<file path="src/cmac_pkg.sv">
package cmac_pkg;

  //====================================================================
  // widths
  //====================================================================
  localparam int CMAC_OP_W   = 16;   // operand word
  localparam int CMAC_LANE_W = 8;    // one int8 lane
  localparam int CMAC_RES_W  = 32;   // redundant result word
  localparam int CMAC_PP_NUM = 8;    // radix-4 rows for a 16 bit operand
  localparam int CMAC_PP_W   = 17;   // selector row incl. inverted sign
  localparam int CMAC_ROW_W0 = 24;   // level-0 tree, four rows at 2 bit steps
  localparam int CMAC_ROW_W1 = 32;   // level-1 tree

  //====================================================================
  // gate constants
  //====================================================================
  // sum of the 2^16 sign offsets of rows 0..7 at their radix-4 weights
  localparam logic [CMAC_RES_W-1:0]   CMAC_BIAS16 = 32'h5555_0000;
  // same for four 9 bit rows of one lane
  localparam logic [CMAC_RES_W/2-1:0] CMAC_BIAS8  = 16'h5500;

  //====================================================================
  // operand and result views
  //====================================================================
  typedef union packed {
    logic signed [CMAC_OP_W-1:0] val;          // int16 view
    struct packed {
      logic signed [CMAC_LANE_W-1:0] hi;       // lane 1
      logic signed [CMAC_LANE_W-1:0] lo;       // lane 0
    } lane;
  } cmac_op_u;

  typedef union packed {
    logic [CMAC_RES_W-1:0]             word;   // int16 carry-save word
    logic [1:0][CMAC_RES_W/2-1:0]      half;   // per lane halves
  } cmac_res_u;

endpackage

</file>
<file path="src/cmac_pp_if.sv">
`timescale 1ns/1ps

// booth rows from the encoder to the reduction tree
interface cmac_pp_if;
  import cmac_pkg::*;

  // row k is weighted by 4^k inside its group
  logic [CMAC_PP_NUM-1:0][CMAC_PP_W-1:0] pp_data;  // one's-complement rows
  logic [CMAC_PP_NUM-1:0]                pp_inv;   // +1 still owed per negative row

  // encoder side
  modport enc (
    output pp_data,
    output pp_inv
  );

  // reduction side
  modport red (
    input  pp_data,
    input  pp_inv
  );

endinterface

</file>
<file path="src/cmac_mul_ctrl.sv">
`timescale 1ns/1ps

module cmac_mul_ctrl (
  input  logic       nvdla_core_clk,
  input  logic       nvdla_core_rstn,
  input  logic       cfg_is_int8,
  input  logic       cfg_reg_en,
  input  logic [1:0] op_a_nz,
  input  logic [1:0] op_b_nz,
  input  logic       op_a_pvld,
  input  logic       op_b_pvld,
  output logic       is_int8,
  output logic [1:0] lane_vld
);

  //====================================================================
  // config register
  //====================================================================
  // mode follows cfg_is_int8 one edge after cfg_reg_en
  always_ff @(posedge nvdla_core_clk or negedge nvdla_core_rstn) begin
    if (!nvdla_core_rstn) begin
      is_int8 <= 1'b0;            // int16 out of reset
    end else if (cfg_reg_en) begin
      is_int8 <= cfg_is_int8;
    end
  end

  //====================================================================
  // lane valid
  //====================================================================
  // both operands present and both bytes nonzero
  always_comb begin
    for (int k = 0; k < 2; k++) begin
      lane_vld[k] = op_a_pvld & op_b_pvld & op_a_nz[k] & op_b_nz[k];
    end
  end

  //====================================================================
  // checks
  //====================================================================
  // an unknown enable would corrupt the mode register
  a_cfg_en_known: assert property (
    @(posedge nvdla_core_clk) disable iff (!nvdla_core_rstn)
    !$isunknown(cfg_reg_en)
  ) else $error("cfg_reg_en is X or Z outside reset");

  // int16 rows span both halves so the halves must gate together
  a_int16_lane_match: assert property (
    @(posedge nvdla_core_clk) disable iff (!nvdla_core_rstn)
    !is_int8 |-> (lane_vld[0] == lane_vld[1])
  ) else $error("lane valids differ in int16 mode");

endmodule

</file>
<file path="src/cmac_booth_sel.sv">
`timescale 1ns/1ps

module cmac_booth_sel (
  input  logic [2:0]                    code,       // {a[2i+1], a[2i], a[2i-1]}
  input  logic                          is_8bit,
  input  logic [cmac_pkg::CMAC_OP_W-1:0] src_data,
  output logic [cmac_pkg::CMAC_PP_W-1:0] out_data,
  output logic                          out_inv
);
  import cmac_pkg::*;

  // rows carry the inverted sign on top so no sign extension is needed
  // negative rows are one's complement with out_inv as the missing +1
  always_comb begin
    case ({is_8bit, code})
      //================================================================
      // 16 bit source
      //================================================================
      4'b0000, 4'b0111: begin               // zero
        out_data = {1'b1, {CMAC_OP_W{1'b0}}};
        out_inv  = 1'b0;
      end
      4'b0001, 4'b0010: begin               // +1x
        out_data = {~src_data[15], src_data};
        out_inv  = 1'b0;
      end
      4'b0101, 4'b0110: begin               // -1x
        out_data = {src_data[15], ~src_data};
        out_inv  = 1'b1;
      end
      4'b0011: begin                        // +2x
        out_data = {~src_data[15], src_data[14:0], 1'b0};
        out_inv  = 1'b0;
      end
      4'b0100: begin                        // -2x, lsb is ~0
        out_data = {src_data[15], ~src_data[14:0], 1'b1};
        out_inv  = 1'b1;
      end
      //================================================================
      // 8 bit source, upper byte of the row left clear
      //================================================================
      4'b1000, 4'b1111: begin
        out_data = {{CMAC_LANE_W{1'b0}}, 1'b1, {CMAC_LANE_W{1'b0}}};
        out_inv  = 1'b0;
      end
      4'b1001, 4'b1010: begin
        out_data = {{CMAC_LANE_W{1'b0}}, ~src_data[7], src_data[7:0]};
        out_inv  = 1'b0;
      end
      4'b1101, 4'b1110: begin
        out_data = {{CMAC_LANE_W{1'b0}}, src_data[7], ~src_data[7:0]};
        out_inv  = 1'b1;
      end
      4'b1011: begin
        out_data = {{CMAC_LANE_W{1'b0}}, ~src_data[7], src_data[6:0], 1'b0};
        out_inv  = 1'b0;
      end
      4'b1100: begin
        out_data = {{CMAC_LANE_W{1'b0}}, src_data[7], ~src_data[6:0], 1'b1};
        out_inv  = 1'b1;
      end
      default: begin                        // only reachable on X
        out_data = {1'b1, {CMAC_OP_W{1'b0}}};
        out_inv  = 1'b0;
      end
    endcase
  end

endmodule

</file>
<file path="src/cmac_booth_enc.sv">
`timescale 1ns/1ps

module cmac_booth_enc (
  input  logic               is_int8,
  input  cmac_pkg::cmac_op_u op_a_dat,
  input  cmac_pkg::cmac_op_u op_b_dat,
  cmac_pp_if.enc             pp
);
  import cmac_pkg::*;

  logic [CMAC_LANE_W:0]        code_lo;   // 9 bit window, rows 0..3
  logic [CMAC_LANE_W:0]        code_hi;   // 9 bit window, rows 4..7
  logic [CMAC_PP_NUM-1:0][2:0] code;      // overlapping triples
  logic [CMAC_OP_W-1:0]        src_lo;    // b for rows 0..3
  logic [CMAC_OP_W-1:0]        src_hi;    // b for rows 4..7

  //====================================================================
  // booth windows on operand a
  //====================================================================
  assign code_lo = {op_a_dat.lane.lo, 1'b0};

  // int16 chains on from bit 7, int8 starts a fresh lane
  assign code_hi = is_int8 ? {op_a_dat.lane.hi, 1'b0}
                           : op_a_dat.val[CMAC_OP_W-1:CMAC_LANE_W-1];

  always_comb begin
    for (int k = 0; k < CMAC_PP_NUM / 2; k++) begin
      code[k]                   = code_lo[2*k +: 3];
      code[k + CMAC_PP_NUM / 2] = code_hi[2*k +: 3];
    end
  end

  //====================================================================
  // selector sources on operand b
  //====================================================================
  assign src_lo = is_int8 ? {{CMAC_LANE_W{1'b0}}, op_b_dat.lane.lo} : op_b_dat.val;
  assign src_hi = is_int8 ? {{CMAC_LANE_W{1'b0}}, op_b_dat.lane.hi} : op_b_dat.val;

  //====================================================================
  // eight selectors
  //====================================================================
  for (genvar k = 0; k < CMAC_PP_NUM; k++) begin : g_sel
    cmac_booth_sel u_sel (
      .code     (code[k]),
      .is_8bit  (is_int8),
      .src_data ((k < CMAC_PP_NUM / 2) ? src_lo : src_hi),   // lane split
      .out_data (pp.pp_data[k]),
      .out_inv  (pp.pp_inv[k])
    );
  end

endmodule

</file>
<file path="src/cmac_csa_tree.sv">
`timescale 1ns/1ps

// carry-save reduction of num_rows words to two
// out0 + out1 == sum of rows, modulo 2^row_w
module cmac_csa_tree #(
  parameter int num_rows = 5,
  parameter int row_w    = 24
) (
  input  logic [num_rows-1:0][row_w-1:0] rows,
  output logic [row_w-1:0]               out0,
  output logic [row_w-1:0]               out1
);

  if (num_rows == 1) begin : g_one
    // nothing left to add
    assign out0 = rows[0];
    assign out1 = '0;
  end else if (num_rows == 2) begin : g_two
    // done, hand the pair on in redundant form
    assign out0 = rows[0];
    assign out1 = rows[1];
  end else begin : g_round
    // one round of 3:2 compressors
    // each full triple becomes sum + carry, leftovers pass through
    logic [2*(num_rows/3)+num_rows%3-1:0][row_w-1:0] nxt;

    for (genvar g = 0; g < num_rows / 3; g++) begin : g_csa
      // bitwise full adder sum
      assign nxt[2*g] = rows[3*g] ^ rows[3*g+1] ^ rows[3*g+2];
      // majority moved up one bit, top carry falls off
      assign nxt[2*g+1] = ((rows[3*g] & rows[3*g+1]) |
                           (rows[3*g] & rows[3*g+2]) |
                           (rows[3*g+1] & rows[3*g+2])) << 1;
    end

    for (genvar r = 0; r < num_rows % 3; r++) begin : g_pass
      assign nxt[2*(num_rows/3)+r] = rows[3*(num_rows/3)+r];
    end

    // next round on the shorter stack
    cmac_csa_tree #(
      .num_rows (2 * (num_rows / 3) + num_rows % 3),
      .row_w    (row_w)
    ) u_next (
      .rows (nxt),
      .out0 (out0),
      .out1 (out1)
    );
  end

endmodule

</file>
<file path="src/cmac_mul_reduce.sv">
`timescale 1ns/1ps

module cmac_mul_reduce (
  input  logic                is_int8,
  input  logic [1:0]          lane_vld,
  cmac_pp_if.red              pp,
  output cmac_pkg::cmac_res_u res_a,
  output cmac_pkg::cmac_res_u res_b
);
  import cmac_pkg::*;

  // five level-0 inputs per group, four rows plus one trailing inv bit
  logic [CMAC_PP_NUM/2:0][CMAC_ROW_W0-1:0] l0_in_lo;   // rows 0..3
  logic [CMAC_PP_NUM/2:0][CMAC_ROW_W0-1:0] l0_in_hi;   // rows 4..7
  logic [CMAC_ROW_W0-1:0] l0_lo_0;
  logic [CMAC_ROW_W0-1:0] l0_lo_1;
  logic [CMAC_ROW_W0-1:0] l0_hi_0;
  logic [CMAC_ROW_W0-1:0] l0_hi_1;
  logic [3:0][CMAC_ROW_W1-1:0] l1_in;
  logic [CMAC_ROW_W1-1:0] l1_0;
  logic [CMAC_ROW_W1-1:0] l1_1;
  cmac_res_u res_a_ori;
  cmac_res_u res_b_ori;
  cmac_res_u res_a_gate;

  //====================================================================
  // row placement
  //====================================================================
  always_comb begin
    l0_in_lo[0] = CMAC_ROW_W0'(pp.pp_data[0]);
    l0_in_hi[0] = CMAC_ROW_W0'(pp.pp_data[CMAC_PP_NUM/2]);
    for (int k = 1; k < CMAC_PP_NUM / 2; k++) begin
      // row at 2k, inv of the row below sits at that row's lsb
      l0_in_lo[k] = (CMAC_ROW_W0'(pp.pp_data[k]) << (2 * k)) |
                    (CMAC_ROW_W0'(pp.pp_inv[k-1]) << (2 * k - 2));
      l0_in_hi[k] = (CMAC_ROW_W0'(pp.pp_data[k+CMAC_PP_NUM/2]) << (2 * k)) |
                    (CMAC_ROW_W0'(pp.pp_inv[k+CMAC_PP_NUM/2-1]) << (2 * k - 2));
    end
    // last row of each group owes its own +1
    l0_in_lo[CMAC_PP_NUM/2] = CMAC_ROW_W0'(pp.pp_inv[CMAC_PP_NUM/2-1]) << (CMAC_PP_NUM - 2);
    l0_in_hi[CMAC_PP_NUM/2] = CMAC_ROW_W0'(pp.pp_inv[CMAC_PP_NUM-1]) << (CMAC_PP_NUM - 2);
  end

  cmac_csa_tree #(.num_rows(CMAC_PP_NUM/2 + 1), .row_w(CMAC_ROW_W0)) u_tree_l0_lo (
    .rows (l0_in_lo),
    .out0 (l0_lo_0),
    .out1 (l0_lo_1)
  );

  cmac_csa_tree #(.num_rows(CMAC_PP_NUM/2 + 1), .row_w(CMAC_ROW_W0)) u_tree_l0_hi (
    .rows (l0_in_hi),
    .out0 (l0_hi_0),
    .out1 (l0_hi_1)
  );

  //====================================================================
  // level 1, int16 only
  //====================================================================
  always_comb begin
    l1_in = '0;                                   // quiet in int8
    if (!is_int8) begin
      l1_in[0] = CMAC_ROW_W1'(l0_lo_0);
      l1_in[1] = CMAC_ROW_W1'(l0_lo_1);
      l1_in[2] = CMAC_ROW_W1'(l0_hi_0) << CMAC_LANE_W;   // rows 4..7 weigh 2^8
      l1_in[3] = CMAC_ROW_W1'(l0_hi_1) << CMAC_LANE_W;
    end
  end

  cmac_csa_tree #(.num_rows(4), .row_w(CMAC_ROW_W1)) u_tree_l1 (
    .rows (l1_in),
    .out0 (l1_0),
    .out1 (l1_1)
  );

  //====================================================================
  // mode select and lane gating
  //====================================================================
  always_comb begin
    if (is_int8) begin
      res_a_ori.half[1] = l0_hi_0[CMAC_RES_W/2-1:0];
      res_a_ori.half[0] = l0_lo_0[CMAC_RES_W/2-1:0];
      res_b_ori.half[1] = l0_hi_1[CMAC_RES_W/2-1:0];
      res_b_ori.half[0] = l0_lo_1[CMAC_RES_W/2-1:0];
    end else begin
      res_a_ori.word = l1_0;
      res_b_ori.word = l1_1;
    end
  end

  // gate keeps the bias so a dead lane still sums to product zero
  assign res_a_gate.word = is_int8 ? {CMAC_BIAS8, CMAC_BIAS8} : CMAC_BIAS16;

  always_comb begin
    for (int h = 0; h < 2; h++) begin
      res_a.half[h] = lane_vld[h] ? res_a_ori.half[h] : res_a_gate.half[h];
      res_b.half[h] = lane_vld[h] ? res_b_ori.half[h] : '0;
    end
  end

endmodule

</file>
<file path="src/cmac_mul_top.sv">
`timescale 1ns/1ps

module cmac_mul_top (
  input  logic                nvdla_core_clk,
  input  logic                nvdla_core_rstn,
  input  logic                cfg_is_int8,
  input  logic                cfg_reg_en,
  input  cmac_pkg::cmac_op_u  op_a_dat,
  input  logic [1:0]          op_a_nz,
  input  logic                op_a_pvld,
  input  cmac_pkg::cmac_op_u  op_b_dat,
  input  logic [1:0]          op_b_nz,
  input  logic                op_b_pvld,
  output cmac_pkg::cmac_res_u res_a,     // carry-save pair
  output cmac_pkg::cmac_res_u res_b
);

  logic       is_int8;    // registered mode
  logic [1:0] lane_vld;   // per half

  cmac_pp_if u_pp_if ();  // booth rows

  cmac_mul_ctrl u_ctrl (
    .nvdla_core_clk  (nvdla_core_clk),
    .nvdla_core_rstn (nvdla_core_rstn),
    .cfg_is_int8     (cfg_is_int8),
    .cfg_reg_en      (cfg_reg_en),
    .op_a_nz         (op_a_nz),
    .op_b_nz         (op_b_nz),
    .op_a_pvld       (op_a_pvld),
    .op_b_pvld       (op_b_pvld),
    .is_int8         (is_int8),
    .lane_vld        (lane_vld)
  );

  cmac_booth_enc u_enc (
    .is_int8  (is_int8),
    .op_a_dat (op_a_dat),
    .op_b_dat (op_b_dat),
    .pp       (u_pp_if.enc)
  );

  cmac_mul_reduce u_reduce (
    .is_int8  (is_int8),
    .lane_vld (lane_vld),
    .pp       (u_pp_if.red),
    .res_a    (res_a),
    .res_b    (res_b)
  );

endmodule

</file>
<file path="config.mk">
export PLATFORM = sky130hd
export DESIGN_NAME = cmac_mul_top
export DESIGN_NICKNAME = d
export VERILOG_FILES = /design/src/cmac_pkg.sv /design/src/cmac_pp_if.sv /design/src/cmac_mul_ctrl.sv /design/src/cmac_booth_sel.sv /design/src/cmac_booth_enc.sv /design/src/cmac_csa_tree.sv /design/src/cmac_mul_reduce.sv /design/src/cmac_mul_top.sv
export SDC_FILE = /design/constraint.sdc
export NUM_CORES = 1
export LEC_CHECK = 0
export BUFFER_PORTS_ARGS = -buffer_cell sky130_fd_sc_hd__buf_2
export CORE_ASPECT_RATIO = 1.2
export CORE_UTILIZATION = 35
export CTS_CLUSTER_SIZE = 12
export DETAILED_ROUTE_END_ITERATION = 8
export PLACE_DENSITY_LB_ADDON = 0.3
export RECOVER_POWER = 50
export SLEW_MARGIN = 20
export SYNTH_ARGS = -nofsm -noshare
export SYNTH_HDL_FRONTEND = slang
export SYNTH_SLANG_ARGS = --single-unit
</file>
<file path="constraint.sdc">
create_clock -name nvdla_core_clk -period 9.6 [get_ports nvdla_core_clk]
set_clock_uncertainty 0.2 [all_clocks]
set_input_delay 0 -clock nvdla_core_clk [delete_from_list [all_inputs] [get_ports nvdla_core_clk]]
set_output_delay 0 -clock nvdla_core_clk [all_outputs]
set_load 0.01 [all_outputs]
</file>
==> results by group <==
Critical path
  • Reg2reg start: u_ctrl.is_int8
  • Startpoint types: register
  • Reg-to-reg slack, setup: 6.73 ns
  • Worst r2r path cells: 1
  • CP Data Arrival Time: 7.30 ns
  • Critical path class: reg -> out
  • WP data required: 9.40 ns
  • Setup crit end kind: output port
  • Reg-to-reg endpoint: u_ctrl.is_int8
  • CP Max Fanout: 95

Final layout
  • Max reg flops: 1
  • Final instance area: 0.00890 mm²
  • Top reg by flops: u_ctrl.is_int8
  • Antenna Diode Count: 0
  • Fill count: 2543
  • Total Nets Final: 1300
  • Layout cells sized above 1: 11.0%
  • Layout area overhead: 3.69%
  • Biggest regs: u_ctrl.is_int8: 1 flops
  • Final core utilization: 37.1%

Synth
  • Share of the yosys chip area belonging to registers: 0.292%
  • Post-Syn Area: 0.00858 mm²
  • Seq cells post-synth: 1
  • Syn_area_per_cell: 7.73 µm²
  • Largest cells by area after synthesis: fa_1 20%, ha_1 10%, xor2_1 9.6%
  • Cell count after synthesis: 1110
  • Yosys cell types: 57
  • Number of enable flip-flop cells after synthesis: 0
  • YS warnings: 0
  • Cell taking the most area after synthesis: fa_1
  • Async set-or-reset flop fraction in the synthesized netlist: 100%
  • Primary FF master, synth: dfrtp_1
  • Area share of the largest cell type after synthesis: 20.3%

Routing
  • Wire per inst: 18.8 µm
  • ANT nets after route: 0
  • Drt via density: 5.46
  • Total number of vias: 7751
  • Initial DRC Count: 518
  • First-pass DRT Iterations: 7
  • Total Wirelength: 26600 µm
  • DRC: 0

Timing
  • Count of final setup violators: 0
  • Hold Fails Final Rpt: 0
  • Tmin final: 7.50 ns
  • Final period util: 78.1%
  • Total negative setup slack: 0 ns
  • Max-slew violation count: 107
  • F_max: 133 MHz
  • Actual slew at the worst max-slew pin: 2.71 ns
  • Unrepaired setup endpoints after global routing: false
  • Rel. slew slack: -81.0%
  • Setup WS post-layout: 2.10 ns

Worst hold path
  • Hold crit path type: in -> reg
  • Worst hold stages: 2
  • Hold path start: cfg_is_int8
  • Worst Hold Path EP: u_ctrl.is_int8

Global route
  • GRT Util Overall: 20.5%
  • Largest net degree at the start of global routing: 96
  • GR Overflow Total: 0
  • Number of global-route vias before repair: 7288
  • Initial antenna violation count: 0
  • Wire length of the first global-routing pass: 41400 µm

Clock network
  • Hold-fix buffers, CTS: 1
  • Setup Buffers After CTS: 0
  • Post-CTS sizing: 0
  • Clock Latency Late Sink: 0 ns
  • Clock transition at the registers of the reported paths: 0 ns

Placement
  • Placed instance area: 0.00894 mm²
  • DP Worst Slack: 3.40 ns
  • Detail Placement HPWL: 20300 µm
  • Final estimated routing congestion in global placement: 0.880
  • Port Buf Inserts: 101

Floorplan
  • Die Span X: 145 µm
  • Core Area: 0.0240 mm²
  • # IOs: 106
  • Row count: 62
  • Die Ht: 174 µm
  • Die ar.: 0.0252 mm²
  • Initial Util: 35.8%

Power
  • Static Leakage: 4.05 nW
  • Power Dens Cells: 115 mW/mm²
  • Worst IR Drop VDD: 55.3 µV

Run status
  • Status: finished, violations left
  • Failing checks: max-capacitance violations, max-slew violations

Job
  • Max Cap Violations: 2
worst max path at each step:
stage | start | end | slack [ns] | cells past startpoint
final | u_ctrl.is_int8 | res_a[14] | 2.10 | 15
after global routing | u_ctrl.is_int8 | res_a[14] | 1.67 | 15
after CTS | u_ctrl.is_int8 | res_a[14] | 3.41 | 15
after detailed placement | u_ctrl.is_int8 | res_a[14] | 3.40 | 15
after global placement | u_ctrl.is_int8 | res_a[14] | 3.51 | 15
after floorplan | u_ctrl.is_int8 | res_a[14] | 5.10 | 16
worst max-delay path, cell delays in order, from the launching register on:
cell and delay [ns]:
dfrtp_1 2.16, buf_4 0.95, mux2i_4 0.60, xnor2_1 0.12
a221oi_1 0.40, fa_1 0.45, inv_1 0.07, fa_1 0.42
fa_1 0.55, nand2b_1 0.10, fa_1 0.54, inv_1 0.05
fa_1 0.47, nand2_1 0.05, o21ai_0 0.16, buf_2 0.16
power breakdown:
part	switching [mW]	internal, mW	total [mW]
sequential	0.0106	0.00444	0.0151
combinational	0.581	0.432	1.01
clock	0	0	0
total	0.592	0.436	1.03
cells by family after synthesis:
group / Yosys count / synth area share (%)
adders and majority gates: 157 / 30.5
muxes: 45 / 6.46
other: 1 / 0.0437
buffers and inverters: 202 / 10.9
AOI/OAI and AO/OA: 248 / 20.3
and+or+nand+nor: 336 / 19.2
DFF: 1 / 0.291
xor gates and xnor gates: 120 / 12.2
area by class of cell:
class / count / area, µm² / area share [%]
inverter: 73 / 274 / 3.08
timing repair buffer: 115 / 579 / 6.51
multi-input combinational: 910 / 7620 / 85.6
sequential: 1 / 25.0 / 0.281
tap: 320 / 400 / 4.50
placed cells by master, fill, tap and decap left out, drive strengths merged, types with 4 or more instances in the layout:
master	count
nor2	116
xor2	94
fa	87
buf	87
nand2	75
inv	72
ha	70
o21ai	57
a221oi	57
nor2b	50
a21oi	47
nand2b	42
mux2i	42
clkbuf	27
xnor2	26
a22o	22
or2	17
a21o	16
a22oi	10
and2	9
a221o	7
a211oi	5
nor3b	5
nand3b	4
o221ai	4
o22a	4
and3	4
conb	4
synthesized netlist by cell type, types with 8 or more instances:
cell type,instances
nor2_1,115
xor2_1,94
fa_1,87
nand2_1,75
inv_1,72
ha_1,70
o21ai_0,57
a221oi_1,56
buf_2,53
nor2b_1,50
a21oi_1,47
clkbuf_1,46
nand2b_1,42
mux2i_1,34
xnor2_1,26
a22o_1,22
a21o_1,16
buf_4,16
or2_2,15
a22oi_1,10
and2_1,8
mux2i_4,8
routing by layer:
| metal | up-vias | routed length (µm) | track usage [%] |
|---|---|---|---|
| li1 | 3706 | - | - |
| met1 | 3785 | 10900 | 25.7 |
| met2 | 212 | 14000 | 37.9 |
| met3 | 48 | 819 | 0.579 |
| met4 | 0 | 884 | 6.12 |
| met5 | - | 0 | 0 |
stage by stage:
stage	hold WS, ns	std cells	power [mW]
after floorplan	-0.496	1113	0.750
after global placement	-0.412	1418	1.02
after detailed placement	-0.415	1418	1.03
after CTS	0.0648	1419	1.04
after global routing	0.0708	1419	1.17
final	0.0620	1419	1.03
No activity file was read; power rests on OpenSTA's default activity.
